**src/include/flow_defs.svh**
```systemverilog
/* widths and depths of the flow table controller
   the exact index must stay 8 bits wide, it is built from XORed key bytes */
`ifndef FLOW_DEFS_SVH
`define FLOW_DEFS_SVH

// ----------------------------------------
// requesters
// ----------------------------------------
// lookup ports, the host is one more requester on top
`define FLOW_NUM_PORTS 4

// ----------------------------------------
// data widths
// ----------------------------------------
`define FLOW_MATCH_W 64
`define FLOW_ACTION_W 32
`define FLOW_CNT_W 32

// ----------------------------------------
// tables
// ----------------------------------------
`define FLOW_EX_IDX_W 8
`define FLOW_WC_DEPTH 8
`define FLOW_WC_IDX_W 3

// cycles from ack to done
`define FLOW_LATENCY 4

`endif

```
**src/flow_pkg.sv**
```systemverilog
/* shared types of the flow table pipeline
   an action of zero means drop */
`include "flow_defs.svh"

package flow_pkg;

   // ----------------------------------------
   // plain vectors
   // ----------------------------------------
   typedef logic [`FLOW_MATCH_W-1:0] match_t;
   typedef logic [`FLOW_ACTION_W-1:0] action_t;
   typedef logic [`FLOW_EX_IDX_W-1:0] ex_idx_t;
   typedef logic [`FLOW_WC_IDX_W-1:0] wc_idx_t;
   // 0..3 are lookup ports, 4 is the host
   typedef logic [2:0] src_t;
   typedef logic [`FLOW_CNT_W-1:0] cnt_t;

   // ----------------------------------------
   // pipeline items
   // ----------------------------------------
   // granted request, as captured by the arbiter
   typedef struct packed {
      logic valid;
      src_t src;
      logic is_host;
      logic host_wc;
      ex_idx_t host_addr;
      match_t match;
      match_t mask;
      action_t action;
   } req_item_t;

   // request plus both exact candidates
   typedef struct packed {
      req_item_t req;
      ex_idx_t idx0;
      ex_idx_t idx1;
   } hash_item_t;

   // result of both tables for one item
   typedef struct packed {
      logic valid;
      src_t src;
      logic is_host;
      logic ex_hit;
      action_t ex_action;
      logic wc_hit;
      action_t wc_action;
   } lookup_res_t;

endpackage

```
**src/wildcard_table.sv**
```systemverilog
/* masked match store beside the hash and exact stages
   mask bit 1 is don't-care, lowest matching index wins */
`timescale 1ns/1ns
`include "flow_defs.svh"

module wildcard_table (
   input logic asclk,
   input logic aresetn,
   input flow_pkg::req_item_t req_item,
   input flow_pkg::hash_item_t hash_item,
   output flow_pkg::lookup_res_t res
);

   localparam int DEPTH = `FLOW_WC_DEPTH;

   flow_pkg::match_t wc_key [DEPTH];
   flow_pkg::match_t wc_mask [DEPTH];
   flow_pkg::action_t wc_act [DEPTH];
   logic [DEPTH-1:0] wc_valid;

   logic [DEPTH-1:0] hit_vec;
   logic [DEPTH-1:0] hit_vec_q;
   logic any_hit;
   flow_pkg::wc_idx_t enc_idx;
   logic host_wr;

   logic s2_valid;
   logic s2_hit;
   logic s2_is_host;
   flow_pkg::src_t s2_src;
   flow_pkg::wc_idx_t s2_idx;

   // ----------------------------------------
   // compare, same cycle as the hash
   // ----------------------------------------
   always_comb begin
      for (int i = 0; i < DEPTH; i++) begin
         hit_vec[i] = wc_valid[i] &&
                      (((req_item.match ^ wc_key[i]) & ~wc_mask[i]) == '0);
      end
   end

   // priority encoder, lowest index last so it wins
   always_comb begin
      any_hit = |hit_vec_q;
      enc_idx = '0;
      for (int i = DEPTH - 1; i >= 0; i--) begin
         if (hit_vec_q[i]) begin
            enc_idx = flow_pkg::wc_idx_t'(i);
         end
      end
   end

   assign host_wr = hash_item.req.valid & hash_item.req.is_host & hash_item.req.host_wc;

   // entry store and action read
   always_ff @(posedge asclk) begin
      hit_vec_q <= hit_vec;
      if (host_wr) begin
         wc_key[hash_item.req.host_addr[`FLOW_WC_IDX_W-1:0]] <= hash_item.req.match;
         wc_mask[hash_item.req.host_addr[`FLOW_WC_IDX_W-1:0]] <= hash_item.req.mask;
         wc_act[hash_item.req.host_addr[`FLOW_WC_IDX_W-1:0]] <= hash_item.req.action;
      end
      s2_idx <= enc_idx;
      s2_src <= hash_item.req.src;
      s2_is_host <= hash_item.req.is_host;
   end

   // ----------------------------------------
   // alignment with the exact compare
   // ----------------------------------------
   always_ff @(posedge asclk) begin
      if (!aresetn) begin
         wc_valid <= '0;
         s2_valid <= 1'b0;
         s2_hit <= 1'b0;
         res.valid <= 1'b0;
         res.wc_hit <= 1'b0;
      end else begin
         if (host_wr) begin
            wc_valid[hash_item.req.host_addr[`FLOW_WC_IDX_W-1:0]] <= 1'b1;
         end
         s2_valid <= hash_item.req.valid;
         s2_hit <= hash_item.req.valid & ~hash_item.req.is_host & any_hit;
         res.valid <= s2_valid;
         res.src <= s2_src;
         res.is_host <= s2_is_host;
         res.wc_hit <= s2_hit;
         res.wc_action <= wc_act[s2_idx];
         // exact fields are merged in action_select
         res.ex_hit <= 1'b0;
         res.ex_action <= '0;
      end
   end

endmodule
```
**config.mk**
```make
export PLATFORM = sky130hd
export DESIGN_NAME = wildcard_table
export DESIGN_NICKNAME = d
export VERILOG_FILES = /design/src/flow_pkg.sv /design/src/wildcard_table.sv
export VERILOG_INCLUDE_DIRS = /design/src /design/src/include
export SDC_FILE = /design/constraint.sdc
export NUM_CORES = 1
export LEC_CHECK = 0
export BUFFER_PORTS_ARGS = -buffer_cell sky130_fd_sc_hd__clkbuf_2
export CELL_PAD_IN_SITES_DETAIL_PLACEMENT = 2
export CELL_PAD_IN_SITES_GLOBAL_PLACEMENT = 2
export CORE_ASPECT_RATIO = 0.6
export CORE_UTILIZATION = 45
export DETAILED_ROUTE_END_ITERATION = 10
export PLACE_DENSITY = 0.76
export SYNTH_ARGS = -nofsm -noshare
export SYNTH_HDL_FRONTEND = slang
export SYNTH_SLANG_ARGS = --single-unit
```
**constraint.sdc**
```tcl
create_clock -name asclk -period 15.7 [get_ports asclk]
set_input_delay 0.785 -clock asclk [delete_from_list [all_inputs] [get_ports asclk]]
set_output_delay 0.785 -clock asclk [all_outputs]
set_load 0.02 [all_outputs]
```
### Word level (Yosys, flattened, before mapping)

Memory sizes are Yosys's and may differ from the RTL's. A register that Yosys moved wholly into a read port is not among the register bits.
Index checks and enable logic that the tools add are counted.

| storage, ports and cells | value |
|---|---|
| register bits | 31 |
| bits in latches | 0 |
| bits in writable memories | 1280 |
| ROM bits | 0 |
| input port bits | 366 |
| output and inout port bits | 71 |
| logic and storage cells | 79 |
| memories | 3 |

| cells by class | value |
|---|---|
| add/subtract/negate cells | 0 |
| $mul | 0 |
| div/mod/pow operators | 0 |
| magnitude comparators | 2 |
| equality and inequality tests | 0 |
| shift operators | 0 |
| multiplexer cells | 11 |
| bitwise logic cells | 30 |
| reductions and logical operators | 20 |

Memories:

| name | words | bits a word | read ports | clocked after memory_dff | write ports | RTL line | source |
|---|---|---|---|---|---|---|---|
| wc_key | 8 | 64 | 8 | 0 | 1 | wildcard_table.sv:16 | `flow_pkg::match_t wc_key [DEPTH];` |
| wc_mask | 8 | 64 | 8 | 0 | 1 | wildcard_table.sv:17 | `flow_pkg::match_t wc_mask [DEPTH];` |
| wc_act | 8 | 32 | 1 | 1 | 1 | wildcard_table.sv:18 | `flow_pkg::action_t wc_act [DEPTH];` |

Operators by type and width:

| kind | number |
|---|---|
| bitwise AND 64 bit | 8 |
| logical NOT 64 bit | 8 |
| inverter 64 bit | 8 |
| XOR 64 bit | 8 |
| 2-to-1 mux 3 bit | 4 |
| logical AND 1 bit | 9 |
| bitwise OR 8 bit | 1 |
| OR reduction 8 bit | 1 |
| bitwise AND 1 bit | 4 |
| < comparator 3 x 4 -> 1 bit (second input constant) | 1 |
| 2-to-1 mux 1 bit | 4 |
| 2-to-1 mux 2 bit | 2 |
| OR reduction 4 bit | 1 |
| demux 1 bit (select 3 bit) | 1 |
| greater-or-equal comparator 3 x 1 -> 1 bit (second input constant) | 1 |
| OR reduction 2 bit | 1 |
| inverter 1 bit | 1 |

### Depth between registers and ports, before layout

Gate-level depths: netlist of run 1.

| depth | value |
|---|---|
| depth in word-level cells | 7 |
| gate-level depth with buffers | 7 |

### Least setup slack after synthesis of run 1

Ideal clock, no wire load.

| path | value |
|---|---|
| kind | input -> register |
| start | input hash_item[176] in the netlist's numbering |
| end | memory wc_act[0][0] in the netlist's numbering (enable) |
| data arrival time | 11.871 ns |
| data required time | 14.820 ns |
| setup slack | 2.948 ns |
| stages | 2 |
| path through | nand4b_1 nor3_1 |

RTL lines:

| what | RTL line | source |
|---|---|---|
| start: declaration | wildcard_table.sv:10 | `input flow_pkg::hash_item_t hash_item,` |
| end: declaration | wildcard_table.sv:18 |  |

No word-level cell before the write port.

### Worst setup path after layout of run 1

| path | value |
|---|---|
| start | input hash_item[185] in the netlist's numbering |
| end | memory wc_key[1][2] in the netlist's numbering (enable) |

| between the ends | value |
|---|---|
| cells in the longest elaborated chain, start to end | 4 |

RTL lines:

| what | RTL line | source |
|---|---|---|
| bitwise AND 1 bit (2 in series) | wildcard_table.sv:54 | `assign host_wr = hash_item.req.valid & hash_item.req.is_host & hash_item.req.host_wc;` |
| 2-to-1 mux 1 bit | wildcard_table.sv:59 | `if (host_wr) begin` |
| 2-to-1 mux 1 bit | wildcard_table.sv:60 | `` wc_key[hash_item.req.host_addr[`FLOW_WC_IDX_W-1:0]] <= hash_item.req.match; `` |
| end: declaration | wildcard_table.sv:16 |  |

Every way passes these cells.

==> impl.org, run 1 <==
** CTS
- Clock buffer depth :: 3
- The number of gates resized after CTS was 0.
- Insertion delay to the later sink of the worst-skew pair :: 0.77 ns
- Number of buffers created by CTS :: 133
- Clock H-tree levels :: 4
- Post-cts hold buffer count :: 0
- The cell sitting at the root of the clock tree is a clkbuf_16.
- Clock-pin slew on the worst setup and hold paths :: 0.06 ns
- TritonCTS built the clock tree.
- Setup Fix Bufs, Post-CTS :: 0
- The clock net in this run drives a total of 1343 sinks.

** Route
- Dividing the detail-routed wire length by the instance count gives 37.6 µm.
- In the routed design, unresolved DRC markers number 0.
- Detailed Routing Iterations Pass 1 :: 5
- After detailed routing, the number of vias per cell comes to 5.85.
- The routed layout has 26.1k vias.
- Detailed Route Iter0 Violations :: 3325
- Post-detailed-route count of antenna-violating nets :: 0
- Post-detailed-routing wire length :: 168000 µm

** STA
- Static timing analysis puts the maximum clock frequency at 0.323 GHz.
- The total count of hold-check failures in the final report was 0.
- Setup violations remaining at the end of the flow were counted as 0.
- The clock period could shrink to 3.10 ns.
- Post-route fraction of the period consumed by the critical path :: 19.7%
- For the pin with the worst max-slew slack, the measured transition is 1.35 ns.
- On the final layout, the worst clock skew is 0.0294 ns.
- Worst slew margin relative to its limit :: 9.11%
- The total count of max-transition violations in the final report was 0.
- Final Worst Setup Slack :: 12.60 ns
- Final hold slack :: 0.132 ns
- For the final routed database, the setup TNS stands at 0 ns.
- RSZ-0062 raised after global routing :: false

** Global routing
- GRT Resource Usage Total :: 30.0%
- Overflow left after global routing :: 0
- The number of antenna violations at the first check in global routing was 29.
- The number of global-route vias before repair was 27.9k.
- The first global-routing pass estimated 229000 µm of wire.
- Pin count of the biggest net entering global routing :: 162

** Worst setup path
- Arrival time reported for the critical path endpoint :: 3.47 ns
- On the critical path the largest part of the delay comes from buffers and inverters.
- Data on the critical path is required at its endpoint by 16.08 ns.
- Stage delay of the slowest cell on the critical path :: 0.91 ns
- Count of buffering cells on the critical path with inverters included :: 3
- Kind of launch point of the worst setup path :: input port
- The cell that appears most often on the critical path is buf_4.
- In this run the worst path has a maximum fanout of 59.
- The signal on the critical path passes through clkbuf_2, nand4_1, nor3_2, buf_4, buf_4.
- The largest individual stage delay along the critical path comes from the cell buf_4.
- Critical path endpoint category :: flip-flop
- Worst setup path category :: input port to flip-flop

** Min path
- Worst hold path type :: input port to flip-flop

** Final layout
- Fill cells in the final layout number 9600.
- The multi-input combinational cells in the finished layout cover a total of 0.00922 mm².
- In the layout the commonest cells are edfxtp_1 (1316), xnor2_1 (508), clkbuf_2 (272), o22ai_1 (232), clkbuf_16 (137).
- Footprint of the flip-flops and latches :: 0.0401 mm²
- Fraction of layout cells with a size suffix above 1 :: 20.4%
- Leaving out fill and tap cells, the most frequent cell in the layout is edfxtp_1.
- Post-route insts no fill :: 4463
- At the end of the flow the core is filled with cells to 51.8%.
- Summing all non-filler instances in the final layout gives an area of 0.0568 mm².
- Layout Area Growth over Synthesis :: 13.9%
- In the final design database the tool counted 3237 nets.

** Synth
- Count of unique library cells instantiated by Yosys :: 32
- For this run, the register share of the synthesized area comes to 80.3%.
- Synthesis handed over a netlist of 2523 instances.
- Total standard cell area after synthesis :: 0.0499 mm²
- Syn_area_per_cell :: 19.8 µm²
- For this run, the number of Yosys warnings is 0.
- The synthesized design contains 1343 register bits.

** Power and ir drop
- Of the total power, the clock network draws 41.9%.
- Summed over all nets, the switching power comes to 1.71 mW.
- Total power consumption of the routed design :: 7.49 mW
- Switching portion of total power :: 22.8%
- Leakage power total :: 17.6 nW
- For this design the ratio of total power to cell area is 132 mW/mm².
- Internal Pwr Total :: 5.78 mW
- IR analysis of the VDD net gives a maximum drop of 0.117 mV.
- Logic pwr share :: 4.8%
- Sequential cells account for 53.4% of the total power.

** Job
- MaxCap Viol Count :: 0

** Status
- Status :: completed

** Floorplanning
- Total I/O pin count :: 437
- Horizontal die dimension :: 432 µm
- Die area :: 0.112 mm²
- The core region is 0.110 mm².
- For this configuration, the core starts out at a cell density of 45.4%.
- The floorplan has 94 rows.
- Vertical extent of the die :: 260 µm

** Place
- Standard cell area after detailed placement :: 0.0527 mm²
- Count of buffers from port buffering :: 272
- At the placement stage, the worst setup path has a slack of 11.86 ns.
- Cells after DPL :: 4224
- Post-detailed-placement half-perimeter wirelength :: 109000 µm
- At the end of routability-driven placement, the weighted congestion stood at 0.872.
power groups by stage:
stage / Clock (mW) / Sequential, mW / Combinational [mW]
finish: 3.14 / 4.00 / 0.357
global route: 3.29 / 4.00 / 0.368
global placement: 0 / 4.07 / 0.320
CTS: 3.18 / 4.00 / 0.355
detailed placement: 0 / 4.08 / 0.347
floorplan: 0 / 4.08 / 0.157
layer usage:
layer	GRT usage, %	vias to the layer above	part of all wire [%]
li1	-	10500	-
met1	40.8	14200	41
met2	49.1	1257	48
met3	6.34	229	8.8
met4	8.61	6	2.2
met5	0	-	0.023
registers in the layout, summed over array words and instances (netlist names):
| register | count |
|---|---|
| s2_is_host | 1 |
| res | 38 |
| hit_vec_q | 8 |
| s2_valid | 1 |
| wc_mask | 512 |
| s2_hit | 1 |
| s2_idx | 3 |
| s2_src | 3 |
| wc_key | 512 |
| wc_valid | 8 |
| wc_act | 256 |
synthesized netlist by cell type:
master	n	area share [%]
buf_6	15	0.34
o21ai_0	8	0.080
nor4_2	8	0.20
o21bai_1	1	0.015
and2_1	2	0.025
conb_1	1	0.0075
nor2_1	104	0.78
nand2_1	10	0.075
clkbuf_1	5	0.038
nand4b_1	1	0.018
o221ai_2	8	0.24
xnor2_2	4	0.13
buf_2	56	0.56
buf_4	35	0.53
edfxtp_1	1316	79
mux4_2	64	2.9
mux2_2	32	0.72
a211oi_1	1	0.015
o21a_1	8	0.12
o22a_1	8	0.14
xnor2_1	508	8.9
nor3_2	13	0.26
buf_1	5	0.038
nor4_1	10	0.13
a21oi_1	2	0.020
nor3_1	8	0.080
inv_1	3	0.023
nand4_1	25	0.31
o22ai_1	232	2.9
dfxtp_1	27	1.1
nor2b_1	1	0.013
nand2b_1	2	0.025
path summary, 6_finish.rpt:
kind / from / to / slack, ns / cells past startpoint
max: hash_item[185] / wc_key[1][2]$_DFFE_PP_ / 12.60 / 5
min: hash_item[186] / s2_src[0]$_DFF_P_ / 0.13 / 1
max reg2reg: wc_key[1][3]$_DFFE_PP_ / hit_vec_q[1]$_DFF_P_ / 12.91 / 5
min reg2reg: s2_src[1]$_DFF_P_ / res[68]$_DFFE_PP_ / 0.40 / 0
logic make-up (layout without fill, tap and decap cells):
| group | Yosys count | in the layout | synth area share [%] |
|---|---|---|---|
| flops | 1343 | 1343 | 80.3 |
| mux | 96 | 96 | 3.61 |
| xor+xnor | 512 | 512 | 9.05 |
| buf+inv | 119 | 535 | 1.53 |
| compound gates | 268 | 268 | 3.54 |
| other cells | 1 | 37 | 0.00752 |
| simple gates | 184 | 184 | 1.92 |
cell type report:
cell class | count | area share [%]
antenna | 4 | 0.0176
clock buffer | 185 | 6.46
clock inverter | 50 | 0.679
inverter | 3 | 0.0198
multi-input combinational | 1093 | 16.2
sequential | 1343 | 70.5
tap | 1488 | 3.28
timing repair buffer | 297 | 2.77
No activity file was read; power rests on OpenSTA's default activity.
==> run 2: changes to the inputs <==
clock period = 3.2 ns   (was 15.7 ns; I/O delays follow)
==> impl.org, run 2 (same netlist as run 1, synthesis figures left out) <==
** STA
- Subtracting the final worst setup slack from the clock period gives 2.58 ns.
- Final hold slack :: 0.0509 ns
- Worst slew margin relative to its limit :: 15.4%
- The total count of max-transition violations in the final report was 0.
- The worst path meets setup with 0.619 ns of slack.
- Highest attainable clock frequency :: 0.387 GHz
- Setup violations remaining at the end of the flow were counted as 0.
- Total negative slack for setup checks :: 0 ns
- Actual slew at the worst max-slew pin :: 1.26 ns
- RSZ-0062 raised after global routing :: false
- Layout Skew :: 0.0386 ns
- Dividing the final minimum period by the clock period gives 80.7%.
- Final count of hold timing violations :: 0

** Min path
- The worst hold path passes through 2 cells.
- The worst hold path belongs to the class input port to flip-flop.
- The worst hold path terminates at s2_src[1]$_DFF_P_.
- Min-delay src :: hash_item[187]

** Global routing
- Pin count of the biggest net entering global routing :: 103
- The number of antenna violations at the first check in global routing is 33.
- Global routing used 34.0% of the available tracks across all layers.
- The first global-routing pass estimated 257000 µm of wire.
- After global routing the overflow that remains totals 0.
- The number of global-route vias before repair was 29.8k.

** Route
- The first routing iteration left 3915 violations.
- # DRC :: 0
- In the final routed layout, each cell accounts on average for 41.3 µm.
- Wires add up to 191000 µm.
- Post-detailed-route count of antenna-violating nets :: 0
- Total via count in the routed design :: 28.4k
- Post-DR vias/cell :: 6.12
- Detailed Routing Iterations Pass 1 :: 5

** Place
- Once detailed placement completed, the half-perimeter wirelength came to 114000 µm.
- After detailed placement, the design holds a cell count of 4241.
- Count of buffers from port buffering :: 272
- At the end of routability-driven placement, the weighted congestion stood at 0.873.
- At the placement stage, the worst setup path has a slack of 0.770 ns.

** Worst setup path
- Critical path endpoint category :: flip-flop
- At the worst endpoint, the arrival time is 3.24 ns.
- Measured in cells, the most critical reg-to-reg path has a length of 6.
- Worst setup path category :: flip-flop to flip-flop
- At the worst endpoint, the required time is 3.86 ns.
- The setup check on the worst reg-to-reg path leaves a slack of 0.62 ns.
- Worst flop-to-flop path endpoint :: hit_vec_q[2]$_DFF_P_
- In this run the worst path has a maximum fanout of 1.
- The startpoint identified for the worst register-to-register timing path is wc_key[2][9]$_DFFE_PP_.
- The worst setup path is launched from a flip-flop.

** CTS
- Clock-pin slew was measured on the worst setup and hold paths at 0.08 ns.
- In this run the clock root is driven by a clkbuf_16.
- For the worst-skew pair, the clock arrives at the later sink with an insertion delay of 0.78 ns.
- Clock buffer depth :: 3
- Clk sinks :: 1343
- CTS tree :: done
- Number of buffers created by CTS :: 130
- The H-tree generated during clock tree synthesis spans 4 levels.

** Final layout
- The final layout contains 3414 nets.
- In the layout the commonest cells are edfxtp_1 (1316), xnor2_1 (508), clkbuf_2 (272), o22ai_1 (232), dlygate4sd3_1 (163).
- Fraction of layout cells with a size suffix above 1 :: 20.0%
- After the flow finishes, the layout carries non-filler instances totaling 4641.
- Leaving out fill and tap cells, the most frequent cell in the layout is edfxtp_1.
- Layout Area Growth over Synthesis :: 18.0%

** Power and ir drop
- Leakage power total :: 18.5 nW
- Total power for the finished layout comes to 37.9 mW.
- VDD IR max :: 0.571 mV
- P per Cell Area :: 644 mW/mm²

** Status
- The run finished with clean final reports.

** Floorplanning
- The initial utilization of the core area, before any placement, comes to 45.4%.
- Total I/O pin count :: 437
- Die area :: 0.112 mm²
- Vertical extent of the die :: 260 µm
- The floorplan step set the die width to 432 µm.
- The core region is 0.110 mm².
- Number of rows in the core area :: 94

** Job
- MaxCap Viol Count :: 0
==> run 2: how the worst max path moves through the flow <==
stage                            from                     end  slack [ns]  cells after the start
2_1_floorplan          hash_item[176]  wc_act[0][0]$_DFFE_PP_       -1.77                      2
3_3_place_gp            req_item[117]    hit_vec_q[2]$_DFF_P_        0.98                      6
3_5_place_dp            req_item[125]    hit_vec_q[2]$_DFF_P_        0.77                      6
4_1_cts        wc_key[2][9]$_DFFE_PP_    hit_vec_q[2]$_DFF_P_        0.89                      6
5_1_grt        wc_key[2][9]$_DFFE_PP_    hit_vec_q[2]$_DFF_P_        0.54                      6
6_report       wc_key[2][9]$_DFFE_PP_    hit_vec_q[2]$_DFF_P_        0.62                      6
==> run 2: per-layer routing <==
metal  global-route usage [%]  vias to the layer above  part of all wire [%]
met5                        0                        -                 0.041
met3                     7.24                      357                   9.7
met4                     10.7                       14                   3.0
li1                         -                    10800                     -
met1                     46.0                    15300                    39
met2                     55.4                     1925                    48
==> run 2: final cells by class <==
cell class / instances / area [µm²]
fillers: 9454 / 50900
flip-flops and latches: 1343 / 40100
multi-input cells: 1093 / 9230
clock buffers: 180 / 3730
repair buffers: 477 / 3550
well taps: 1488 / 1860
clock inverters: 51 / 394
diodes: 6 / 15.0
inverters: 3 / 11.3
==> run 2: per-stage QoR <==
stage                     cell area (µm²)  util, %
after detailed placement            53100     48.4
after global routing                58900     53.6
final                               58900     53.6
after floorplan                     50100        -
after global placement              53100     48.4
after CTS                           58800     53.6
==> run 2: worst max-delay path, stage by stage (launching register included) <==
cell and delay (ns):
edfxtp_1 0.39, xnor2_1 0.15, o22a_1 0.18, o221ai_2 0.11, nor3_2 0.72, nand4_1 0.45
nor4_2 0.49
==> run 2: power by group <==
part | leakage [nW] | switching [mW] | internal, mW
Clock | 2.03 | 7.61 | 8.66
Sequential | 12.1 | 0.112 | 19.5
Combinational | 4.35 | 1.41 | 0.623
Total | 18.5 | 9.13 | 28.8
==> run 2: repair_timing <==
item,in CTS,in global routing
hold endpoints to repair,1263,0
resized for setup,0,0
hold buffers,163,0
setup buffers,0,0
